## config.mk

```make
export PLATFORM = sky130hd
export DESIGN_NAME = game_control
export DESIGN_NICKNAME = d
export VERILOG_FILES = /design/src/source/control_cfg_pkg.sv /design/src/source/game_types_pkg.sv /design/src/source/command_arbiter.sv /design/src/source/command_queue.sv /design/src/source/debouncer.sv /design/src/source/game_control.sv /design/src/source/gravity_timer.sv /design/src/source/panel_command_source.sv /design/src/source/uart_command_rx.sv
export SDC_FILE = /design/constraint.sdc
export NUM_CORES = 1
export LEC_CHECK = 0
export ABC_AREA = 1
export BUFFER_PORTS_ARGS = -buffer_cell sky130_fd_sc_hd__buf_2
export CORE_MARGIN = 10
export CORE_UTILIZATION = 55
export DETAILED_ROUTE_END_ITERATION = 6
export PLACE_DENSITY_LB_ADDON = 0.05
export SYNTH_ARGS = -nofsm -noshare
export SYNTH_HDL_FRONTEND = slang
export SYNTH_HIERARCHICAL = 1
export SYNTH_SLANG_ARGS = --single-unit
export TNS_END_PERCENT = 10
```

## constraint.sdc

```tcl
create_clock -name clk -period 3.1 [get_ports clk]
set_clock_uncertainty 0.15 [all_clocks]
set_input_delay 0.465 -clock clk [delete_from_list [all_inputs] [get_ports clk]]
set_output_delay 0.465 -clock clk [all_outputs]
set_load 0.01 [all_outputs]
```

## src/source/control_cfg_pkg.sv

```systemverilog
package control_cfg_pkg;

  // Command queue entries.
  localparam int unsigned QUEUE_DEPTH = 16;

  // Gravity period in clock cycles.
  localparam int unsigned GRAVITY_TICK = 50_000_000;

  // UART bit time in clock cycles.
  localparam int unsigned UART_CLOCKS_PER_BIT = 434;

  // Stable time a mechanical input needs before it is accepted.
  localparam int unsigned DEBOUNCE_CYCLES = 1_000_000;

endpackage

```

## src/source/game_types_pkg.sv

```systemverilog
package game_types_pkg;

  // Engine state as seen by the input subsystem.
  typedef enum logic [1:0] {
    IDLE,
    WAIT,
    ACT
  } game_state_t;

  // Player commands, NONE marks an empty slot or no request.
  typedef enum logic [3:0] {
    NONE,
    LEFT,
    RIGHT,
    DOWN,
    DROP,
    HOLD,
    ROTATE,
    ROTATE_REV,
    BAR
  } command_t;

endpackage

```

## src/source/command_arbiter.sv

```systemverilog
module command_arbiter (
  input  logic                     uart_cmd_valid,
  input  game_types_pkg::command_t uart_cmd,
  input  logic [3:0]               btn_press,
  input  logic [3:0]               sw_press,
  input  logic                     gravity_req,
  output game_types_pkg::command_t granted_cmd
);
  import game_types_pkg::*;

  // Fixed priority, losing pulses are dropped.
  always_comb begin
    if (uart_cmd_valid)
      granted_cmd = uart_cmd;
    else if (btn_press[0])
      granted_cmd = RIGHT;
    else if (btn_press[1])
      granted_cmd = DOWN;
    else if (btn_press[2])
      granted_cmd = LEFT;
    else if (btn_press[3])
      granted_cmd = HOLD;
    else if (sw_press[0])
      granted_cmd = DROP;
    else if (sw_press[1])
      granted_cmd = ROTATE;
    else if (sw_press[2])
      granted_cmd = ROTATE_REV;
    else if (sw_press[3])
      granted_cmd = BAR;
    else if (gravity_req)
      granted_cmd = DOWN;
    else
      granted_cmd = NONE;
  end

endmodule

```

## src/source/command_queue.sv

```systemverilog
module command_queue (
  input  logic                        clk,
  input  logic                        reset_n,
  input  game_types_pkg::game_state_t state,
  input  game_types_pkg::command_t    granted_cmd,
  output game_types_pkg::command_t    control
);
  import game_types_pkg::*;
  import control_cfg_pkg::*;

  localparam int unsigned CW = $clog2(QUEUE_DEPTH + 1);
  localparam logic [CW-1:0] FULL = CW'(QUEUE_DEPTH);

  command_t      entries [QUEUE_DEPTH];
  logic [CW-1:0] occupancy;
  logic [CW-1:0] wr_idx;
  logic          pop;
  logic          push;

  // The engine takes the head on every WAIT cycle.
  assign pop = (state == WAIT) && (occupancy != '0);

  // A pop in the same cycle frees a slot for the new entry.
  assign push = (granted_cmd != NONE) && (pop || (occupancy != FULL));

  assign wr_idx = pop ? occupancy - 1'b1 : occupancy;

  // ####################
  // Occupancy.
  always_ff @(posedge clk) begin
    if (!reset_n) begin
      occupancy <= '0;
    end else begin
      case ({push, pop})
        2'b10:   occupancy <= occupancy + 1'b1;
        2'b01:   occupancy <= occupancy - 1'b1;
        default: occupancy <= occupancy;
      endcase
    end
  end

  // ####################
  // Shifting storage.
  always_ff @(posedge clk) begin
    for (int i = 0; i < QUEUE_DEPTH; i++) begin
      if (push && (CW'(i) == wr_idx))
        entries[i] <= granted_cmd;
      else if (pop && (i < QUEUE_DEPTH - 1))
        entries[i] <= entries[i+1];
    end
  end

  // Storage is not cleared, so an empty queue masks the head.
  assign control = (occupancy == '0) ? NONE : entries[0];

endmodule

```

## src/source/debouncer.sv

```systemverilog
module debouncer #(
  parameter int unsigned stable_cycles = control_cfg_pkg::DEBOUNCE_CYCLES
) (
  input  logic clk,
  input  logic reset_n,
  input  logic in,
  output logic out
);

  localparam int unsigned CW = $clog2(stable_cycles + 1);
  localparam logic [CW-1:0] LAST_COUNT = CW'(stable_cycles - 1);

  logic          in_meta;
  logic          in_sync;
  logic [CW-1:0] count;

  always_ff @(posedge clk) begin
    if (!reset_n) begin
      in_meta <= 1'b0;
      in_sync <= 1'b0;
      out     <= 1'b0;
      count   <= '0;
    end else begin
      in_meta <= in;
      in_sync <= in_meta;
      // Any return to the current level restarts the wait.
      if (in_sync == out) begin
        count <= '0;
      end else if (count == LAST_COUNT) begin
        out   <= in_sync;
        count <= '0;
      end else begin
        count <= count + 1'b1;
      end
    end
  end

endmodule

```

## src/source/game_control.sv

```systemverilog
module game_control #(
  parameter int unsigned gravity_tick    = control_cfg_pkg::GRAVITY_TICK,
  parameter int unsigned clocks_per_bit  = control_cfg_pkg::UART_CLOCKS_PER_BIT,
  parameter int unsigned debounce_cycles = control_cfg_pkg::DEBOUNCE_CYCLES
) (
  input  logic                        clk,
  input  logic                        reset_n,
  input  logic                        uart_rx,
  input  logic [3:0]                  usr_btn,
  input  logic [3:0]                  usr_sw,
  input  game_types_pkg::game_state_t state,
  output game_types_pkg::command_t    control
);
  import game_types_pkg::*;

  logic       uart_cmd_valid;
  command_t   uart_cmd;
  logic [3:0] btn_press;
  logic [3:0] sw_press;
  logic       gravity_req;
  command_t   granted_cmd;

  // ####################
  // Command sources.
  uart_command_rx #(
    .clocks_per_bit(clocks_per_bit)
  ) i_uart_command_rx (
    .clk           (clk),
    .reset_n       (reset_n),
    .rx            (uart_rx),
    .uart_cmd_valid(uart_cmd_valid),
    .uart_cmd      (uart_cmd)
  );

  panel_command_source #(
    .stable_cycles(debounce_cycles)
  ) i_panel_command_source (
    .clk      (clk),
    .reset_n  (reset_n),
    .usr_btn  (usr_btn),
    .usr_sw   (usr_sw),
    .btn_press(btn_press),
    .sw_press (sw_press)
  );

  gravity_timer #(
    .tick_period(gravity_tick)
  ) i_gravity_timer (
    .clk        (clk),
    .reset_n    (reset_n),
    .state      (state),
    .granted_cmd(granted_cmd),
    .gravity_req(gravity_req)
  );

  // ####################
  // Arbitration and queue.
  command_arbiter i_command_arbiter (
    .uart_cmd_valid(uart_cmd_valid),
    .uart_cmd      (uart_cmd),
    .btn_press     (btn_press),
    .sw_press      (sw_press),
    .gravity_req   (gravity_req),
    .granted_cmd   (granted_cmd)
  );

  command_queue i_command_queue (
    .clk        (clk),
    .reset_n    (reset_n),
    .state      (state),
    .granted_cmd(granted_cmd),
    .control    (control)
  );

endmodule

```

## src/source/gravity_timer.sv

```systemverilog
module gravity_timer #(
  parameter int unsigned tick_period = control_cfg_pkg::GRAVITY_TICK
) (
  input  logic                        clk,
  input  logic                        reset_n,
  input  game_types_pkg::game_state_t state,
  input  game_types_pkg::command_t    granted_cmd,
  output logic                        gravity_req
);
  import game_types_pkg::*;

  localparam int unsigned CW = $clog2(tick_period + 1);
  localparam logic [CW-1:0] TICK = CW'(tick_period);

  logic [CW-1:0] count;

  always_ff @(posedge clk) begin
    if (!reset_n)
      count <= '0;
    else if (granted_cmd == DOWN)
      count <= '0;
    else if (state != IDLE)
      // Restart also when the request lost arbitration.
      count <= (count == TICK) ? '0 : count + 1'b1;
  end

  assign gravity_req = (state != IDLE) && (count == TICK);

endmodule

```

## src/source/panel_command_source.sv

```systemverilog
module panel_command_source #(
  parameter int unsigned stable_cycles = control_cfg_pkg::DEBOUNCE_CYCLES
) (
  input  logic       clk,
  input  logic       reset_n,
  input  logic [3:0] usr_btn,
  input  logic [3:0] usr_sw,
  output logic [3:0] btn_press,
  output logic [3:0] sw_press
);

  logic [7:0] raw_level;
  logic [7:0] clean_level;
  logic [7:0] prev_level;
  logic [7:0] press;

  // Buttons in the low half, switches in the high half.
  assign raw_level = {usr_sw, usr_btn};

  for (genvar gi = 0; gi < 8; gi++) begin : g_filter
    debouncer #(
      .stable_cycles(stable_cycles)
    ) i_debouncer (
      .clk    (clk),
      .reset_n(reset_n),
      .in     (raw_level[gi]),
      .out    (clean_level[gi])
    );
  end

  always_ff @(posedge clk) begin
    if (!reset_n)
      prev_level <= '0;
    else
      prev_level <= clean_level;
  end

  // One pulse per new press, a held input stays quiet.
  assign press = clean_level & ~prev_level;

  assign btn_press = press[3:0];
  assign sw_press  = press[7:4];

endmodule

```

## src/source/uart_command_rx.sv

```systemverilog
module uart_command_rx #(
  parameter int unsigned clocks_per_bit = control_cfg_pkg::UART_CLOCKS_PER_BIT
) (
  input  logic                    clk,
  input  logic                    reset_n,
  input  logic                    rx,
  output logic                    uart_cmd_valid,
  output game_types_pkg::command_t uart_cmd
);
  import game_types_pkg::*;

  localparam int unsigned CW = $clog2(clocks_per_bit + 1);
  localparam logic [CW-1:0] LAST_TICK = CW'(clocks_per_bit - 1);
  localparam logic [CW-1:0] HALF_TICK = CW'(clocks_per_bit / 2 - 1);

  typedef enum logic [1:0] {
    RX_IDLE,
    RX_START,
    RX_DATA,
    RX_STOP
  } rx_state_t;

  rx_state_t       rx_state;
  logic            rx_meta;
  logic            rx_sync;
  logic [CW-1:0]   clk_count;
  logic [2:0]      bit_index;
  logic [7:0]      rx_byte;
  logic            data_sample;
  logic            stop_sample;
  command_t        decoded_cmd;

  // Line idles high.
  always_ff @(posedge clk) begin
    if (!reset_n) begin
      rx_meta <= 1'b1;
      rx_sync <= 1'b1;
    end else begin
      rx_meta <= rx;
      rx_sync <= rx_meta;
    end
  end

  assign data_sample = (rx_state == RX_DATA) && (clk_count == LAST_TICK);
  assign stop_sample = (rx_state == RX_STOP) && (clk_count == LAST_TICK);

  // ####################
  // Frame FSM.
  always_ff @(posedge clk) begin
    if (!reset_n) begin
      rx_state       <= RX_IDLE;
      clk_count      <= '0;
      bit_index      <= '0;
      uart_cmd_valid <= 1'b0;
    end else begin
      uart_cmd_valid <= 1'b0;
      case (rx_state)
        RX_IDLE: begin
          clk_count <= '0;
          if (!rx_sync)
            rx_state <= RX_START;
        end
        RX_START: begin
          if (clk_count == HALF_TICK) begin
            clk_count <= '0;
            bit_index <= '0;
            // A glitch shorter than half a bit is not a start bit.
            rx_state  <= rx_sync ? RX_IDLE : RX_DATA;
          end else begin
            clk_count <= clk_count + 1'b1;
          end
        end
        RX_DATA: begin
          if (data_sample) begin
            clk_count <= '0;
            bit_index <= bit_index + 1'b1;
            if (bit_index == 3'd7)
              rx_state <= RX_STOP;
          end else begin
            clk_count <= clk_count + 1'b1;
          end
        end
        default: begin
          if (stop_sample) begin
            clk_count      <= '0;
            rx_state       <= RX_IDLE;
            uart_cmd_valid <= rx_sync && (decoded_cmd != NONE);
          end else begin
            clk_count <= clk_count + 1'b1;
          end
        end
      endcase
    end
  end

  // LSB first.
  always_ff @(posedge clk) begin
    if (data_sample)
      rx_byte <= {rx_sync, rx_byte[7:1]};
  end

  // ####################
  // Key map.
  always_comb begin
    case (rx_byte)
      "A", "a":      decoded_cmd = LEFT;
      "D", "d":      decoded_cmd = RIGHT;
      "S", "s":      decoded_cmd = DOWN;
      "W", "w", " ": decoded_cmd = DROP;
      "C", "c":      decoded_cmd = HOLD;
      "X", "x":      decoded_cmd = ROTATE;
      "Z", "z":      decoded_cmd = ROTATE_REV;
      "B", "b":      decoded_cmd = BAR;
      default:       decoded_cmd = NONE;
    endcase
  end

  always_ff @(posedge clk) begin
    if (stop_sample)
      uart_cmd <= decoded_cmd;
  end

endmodule

```

==> out/summary.txt, run 1 <==
Yosys warns: 6
Peak supply drop: 0.384 mV
Worst skew pair latency: 0.50 ns
Final Critical Period: 2.89 ns
Final WL: 33200 um
Synth Area in XOR/XNOR: 3.96%
Wire per inst: 12.5 um
Syn Inst Count: 2201
Largest net degree at the start of global routing: 76
# DRC: 0
Die width: 194 um
IO Pins: 17
Final setup viols: 0
Compound-Gate Fraction of Synth Area: 5.03%
Post-DP HPWL: 23600 um
Layout Utilization: 61.6%
Antenna Violating Nets Remaining: 0
GRT Total Usage: 17.3%
Crit-path most repeated cell: nand2_1
Flops & latches, synth: 316
Startpoint types: flip-flop
Starting Density: 55.9%
Register-to-register path setup slack: 0.21 ns
Main combinational cell family by area after synthesis: simple AND/OR/NAND/NOR gates
Synth Area in Adders: 1.73%
Crit-path slowest cell: dfxtp_1
CTS buffer count: 36
DRT iter0 DRCs: 755
1st-pass router iterations: 5
Max incr delay on CP: 0.31 ns
Critical path origin: i_gravity_timer/count[0]$_SDFFE_PP0P_
FMAX: 346 MHz
Final Net Count: 2285
Antenna violations before repair: 0
Core area: 29700 um2
Number of global-route vias before repair: 12.6k
Die ar.: 37500 um2
Post-synthesis cell type count: 41
Worst Path Required: 3.15 ns
Diode count: 0
Worst slew pin tran: 0.667 ns
Final Max Slew Viols: 0
Avg Cell Area, Syn: 7.54 um2
Vias per cell: 5.07
Period utilization: 93.1%
Root Driver: clkbuf_16
CP Cell Sequence: inv_1, ha_1, nor3b_2, nand3_2, nor2_4, nand2_1, nand2_1, nor2_1, o21ai_1, nor2_1, nand2_1, nand2_1, nor2_4, nand3_4, nor2_8, nand2_4, nand2_2
Synth Net Count: 2237
Critical path class: flip-flop to flip-flop
Clock Sinks: 316
Register clock-pin slew on the reported worst setup and hold paths: 0.06 ns
R2R depth: 17
Post-synth EDFFs: 76
Sequential cell area fraction in the yosys report: 42.7%
Worst R2R End: i_command_queue/entries[1][23]$_DFFE_PP_
Htree depth: 2
Total setup buffers inserted after CTS: 0
Most frequent cells in the layout: nand2_1 (521), nor2_1 (388), dfxtp_1 (240)
Mux contribution to synthesized area: 0%
FF-to-FF Start: i_gravity_timer/count[0]$_SDFFE_PP0P_
CP Max Fanout: 6
Critical Path AT: 2.94 ns
Status: complete, no violations
Worst hold path class: input pin to flip-flop
DR vias: 13.5k
Crit. End Element: flip-flop
Power per cell area: 468 nW/um2
Top FF cell, synth: dfxtp_1
Die Span Y: 194 um
Max-cap check violation count: 0
# rows: 63
Commonest non-fill, non-tap cell in the layout: nand2_1
Global-route wire length before repair: 57400 um
Normalized max-slew margin: 55.5%
CTS tree: done
Port Buffer Count: 16
CTS max path bufs: 3
Post-synthesis instance area: 16600 um2
Share of cells above drive strength 1: 13.2%
Fillers: 2679
Post-synth ARST share: 0%
Post-Synth Simple-Gate Area: 40.0%
Setup crit end: i_command_queue/entries[1][23]$_DFFE_PP_
Grt total ovfl: 0
Leakage: 6.75 nW
Endpoints failing hold: 0
Setup TNS: 0 ns
Area Overhead vs Synth: 10.3%
GPL Wtd Cong: 0.852
==> synthesized netlist by cell type, types with 3 or more instances <==
cell type,number,share of area (%)
inv_1,209,4.7
o21ai_4,4,0.39
xor2_1,37,2.0
o21ai_0,36,1.1
o21bai_1,12,0.54
clkbuf_1,7,0.16
nand3b_1,10,0.45
a21oi_2,9,0.47
nand2_2,32,1.2
nor2_2,41,1.5
xnor2_1,38,2.0
nand2_1,535,12
inv_2,14,0.32
nand3_1,181,5.5
or2_0,8,0.30
nand3_2,27,1.6
buf_6,12,0.81
nand2_4,40,2.7
buf_4,10,0.45
nand3_4,3,0.32
or2_2,3,0.11
nor3_1,44,1.3
ha_1,23,1.7
a21oi_1,77,2.3
dfxtp_1,240,29
nor2_8,7,0.84
nor2_1,388,8.8
nor2_4,16,1.1
nand4_1,40,1.5
nor2b_1,8,0.30
edfxtp_1,76,14
==> power by group <==
group          switching [mW]  internal [mW]
Sequential             0.0210           4.22
Combinational           0.134         0.0758
Clock                    1.60           2.52
Total                    1.76           6.81
==> worst max-delay path: cells and delay by family, from the launching register on <==
family	cells	cell delay [ns]
AO/OA/AOI/OAI	1	0.17
flip-flops	1	0.31
adder cells (fa/ha/maj)	1	0.14
AND/OR/NAND/NOR	14	1.72
buffers and inverters	1	0.09
==> worst min-delay path by stage <==
stage	slack, ns	cells after the start	start	endpoint
2_1_floorplan	0.24	2	flip-flop	flip-flop
3_3_place_gp	0.24	2	flip-flop	flip-flop
3_5_place_dp	0.25	2	flip-flop	flip-flop
4_1_cts	0.01	3	usr_btn[1]	flip-flop
5_1_grt	0.03	3	usr_btn[1]	flip-flop
6_report	0.02	3	usr_btn[1]	flip-flop
==> kinds of logic (layout without fill, tap and decap cells) <==
| group | count (synthesis) | count (layout) |
|---|---|---|
| AOI/OAI and AO/OA | 143 | 143 |
| buffers and inverters | 254 | 325 |
| DFF | 316 | 316 |
| xor gates and xnor gates | 75 | 75 |
| adders and majority gates | 23 | 23 |
| and+or+nand+nor | 1390 | 1390 |
==> layer usage <==
metal / global-route usage (%) / wire (um) / up-vias
met5: 0 / 0 / -
met4: 5.35 / 697 / 0
met3: 2.54 / 1240 / 54
met2: 28.6 / 15200 / 200
met1: 22.7 / 16000 / 6109
li1: - / - / 7141
==> cell type report <==
class / count / area (um2) / share of cell area [%]
timing repair buffer: 41 / 295 / 1.61
sequential: 316 / 7090 / 38.7
clock buffer: 55 / 1060 / 5.81
clock inverter: 6 / 80.1 / 0.437
multi-input combinational: 1631 / 8460 / 46.2
inverter: 223 / 837 / 4.57
tap: 390 / 488 / 2.66
==> registers in the layout, summed over array words and instances (netlist names) <==
name and cells:
i_gravity_timer/count 26, i_uart_command_rx/rx_byte 8, i_uart_command_rx/uart_cmd 4, i_panel_command_source/g_filter.i_debouncer/in_meta 8
i_uart_command_rx/uart_cmd_valid 1, i_command_queue/occupancy 5, i_uart_command_rx/rx_sync 1, i_uart_command_rx/rx_state 2
i_panel_command_source/g_filter.i_debouncer/in_sync 8, i_uart_command_rx/rx_meta 1, i_panel_command_source/g_filter.i_debouncer/count 160, i_panel_command_source/prev_level 8
i_uart_command_rx/clk_count 9, i_uart_command_rx/bit_index 3, i_command_queue/entries 64, i_panel_command_source/g_filter.i_debouncer/out 8
==> stage by stage <==
stage	worst slack, ns	hold slack (ns)	area, um2	power (mW)	instances
after floorplan	0.171	0.240	16600	4.48	2201
after global placement	0.136	0.244	17100	4.53	2595
after detailed placement	0.0883	0.248	17100	4.54	2595
after CTS	0.106	0.00951	18300	8.69	2662
after global routing	-0.00464	0.0269	18300	8.89	2662
final	0.214	0.0242	18300	8.57	2662
==> what timing repair did <==
item / in CTS / in global routing
gates resized for setup: 0 / 16
endpoints found under the setup margin: 0 / 97
hold buffers: 6 / 0
endpoints found under the hold margin: 6 / 0
Note: power is estimated with default switching activity, not from simulation.
==> run 2, diff against run 1 <==
- CTS_BUF_LIST: default -> sky130_fd_sc_hd__clkbuf_4 sky130_fd_sc_hd__clkbuf_8
==> run 2 against run 1 <==
Compared with the run above: combinational power is essentially flat; final cell count grew 1.7%; final area grew 0.98%; sequential cell count is the same; clock power grew 5.1%; worst setup slack gained 0.0051 ns; critical path depth is the same; count of clock-buffer cells in the layout grew 35; non-clock buffer count grew 3; sequential power is essentially flat; critical endpoint is now i_command_queue/entries[1][1]$_DFFE_PP_; largest power group is now clock.
==> out/summary.txt, run 2 (synthesis results as in run 1) <==
Status: complete, no violations
Crit-path slowest cell: dfxtp_1
Commonest non-fill, non-tap cell in the layout: nand2_1
Met2 wire length: 15000 um
CTS buffer count: 55
Area Overhead vs Synth: 11.4%
Core area: 29700 um2
Leakage: 6.89 nW
Post-DP HPWL: 23600 um
WL met3: 1280 um
Final Net Count: 2307
Global-route wire length before repair: 57500 um
Crit-path most repeated cell: nand2_1
IO Pins: 17
CTS max path bufs: 3
Worst skew pair latency: 0.59 ns
Die width: 194 um
Grt total ovfl: 0
Total Power: 8.79 mW
Setup TNS: 0 ns
Final setup viols: 0
Clock Sinks: 316
Antenna Violating Nets Remaining: 0
Endpoints failing hold: 0
Root Driver: clkbuf_8
1st-pass router iterations: 5
Normalized max-slew margin: 54.3%
Number of global-route vias before repair: 12.7k
GPL Wtd Cong: 0.852
Diode count: 0
FMAX: 347 MHz
Die Span Y: 194 um
CP Cell Sequence: inv_1, ha_1, nor3b_2, nand3_2, nor2_4, nand2_1, nand2_1, nor2_1, o21ai_1, nor2_1, nand2_1, nand2_1, nor2_4, nand3_4, nor2_8, nand2_4, nand2_1
Critical path class: flip-flop to flip-flop
Crit. End Element: flip-flop
Count of buffer and inverter cells on the critical path: 1
M1 WL: 16100 um
Top sig layer: met4
Critical Path AT: 3.01 ns
Antenna violations before repair: 0
Register clock-pin slew on the reported worst setup and hold paths: 0.06 ns
CP Max Fanout: 6
Total setup buffers inserted after CTS: 0
Most frequent cells in the layout: nand2_1 (523), nor2_1 (388), dfxtp_1 (240)
# rows: 63
Final Critical Period: 2.88 ns
Worst Path Required: 3.23 ns
Max FFs per register: 160
Final Max Slew Viols: 0
Peak supply drop: 0.379 mV
DR vias: 13.6k
Wire per inst: 12.3 um
Reg with most FFs: i_panel_command_source/g_filter.i_debouncer/count
Largest net degree at the start of global routing: 76
Worst hold path class: input pin to flip-flop
DRT iter0 DRCs: 791
Htree depth: 2
Port Buffer Count: 16
Worst path top cell family by delay: simple AND/OR/NAND/NOR gates
Starting Density: 55.9%
Startpoint types: flip-flop
Worst slew pin tran: 0.685 ns
# DRC: 0
Biggest regs: i_panel_command_source/g_filter.i_debouncer/count: 160 flops, i_command_queue/entries: 64 flops, i_gravity_timer/count: 26 flops
Die ar.: 37500 um2
Vias per cell: 5.03
Max incr delay on CP: 0.31 ns
Hold_ws: 0.247 ns
Period utilization: 92.9%
GRT Total Usage: 17.3%
Max-cap check violation count: 0
Share of cells above drive strength 1: 15.1%
CTS tree: done
Power per cell area: 475 nW/um2
Final WL: 33300 um
## run 2: cell count changes in the layout (fill, tap and decap cells not counted), moves of 3 or more
cell           delta
clkinv_2          +3
clkbuf_4         +18
dlygate4sd3_1     +3
clkbuf_1         -11
clkbuf_16        -37
clkbuf_8         +65
## run 2: repair_timing
item,4_1_cts,5_1_grt
resized for setup,0,14
hold buffers,9,0
setup endpoints to repair,0,97
endpoints found under the hold margin,9,0
## run 2: worst min-delay path, stage by stage
cell and delay, ns:
buf_2 0.10, inv_1 0.06, nand2_2 0.05, buf_4 0.15
nand2_1 0.06, a21oi_1 0.05
## run 2: final timing paths
path                                               from                                       to  slack (ns)  cells after the start
setup / recovery  i_gravity_timer/count[0]$_SDFFE_PP0P_  i_command_queue/entries[1][1]$_DFFE_PP_        0.22                     17
hold / removal                                 state[1]    i_gravity_timer/count[0]$_SDFFE_PP0P_        0.25                      6
setup reg to reg  i_gravity_timer/count[0]$_SDFFE_PP0P_  i_command_queue/entries[1][1]$_DFFE_PP_        0.22                     17
hold reg to reg                               flip-flop                                flip-flop        0.26                      2
## run 2: layout make-up
type                            count  area (um2)
Clock buffer                       90        1130
Clock inverter                     13         171
Fill cell                        2679       11200
Inverter                          223         837
Multi-Input combinational cell   1631        8460
Sequential cell                   316        7090
Tap cell                          390         488
Timing Repair Buffer               44         325
## run 2: per-layer routing
| metal | up-vias | global-route usage (%) |
|---|---|---|
| li1 | 7191 | - |
| met1 | 6148 | 22.8 |
| met2 | 218 | 28.3 |
| met3 | 68 | 2.75 |
| met4 | 0 | 5.75 |
| met5 | - | 0 |
## run 2: report_power, final
part,internal [mW],leakage [nW],switching (mW)
Combinational,0.0778,3.56,0.134
Sequential,4.22,2.64,0.0211
Clock,2.63,0.689,1.70
## run 2: per-stage QoR
| step | worst slack (ns) | instance area, um2 | cells | utilization [%] |
|---|---|---|---|---|
| floorplan | 0.171 | 16600 | 2201 | - |
| global placement | 0.136 | 17100 | 2595 | 57.4 |
| detailed placement | 0.0883 | 17100 | 2595 | 57.4 |
| CTS | 0.105 | 18500 | 2707 | 62.1 |
| global route | -0.00894 | 18500 | 2707 | 62.2 |
| finish | 0.219 | 18500 | 2707 | 62.2 |
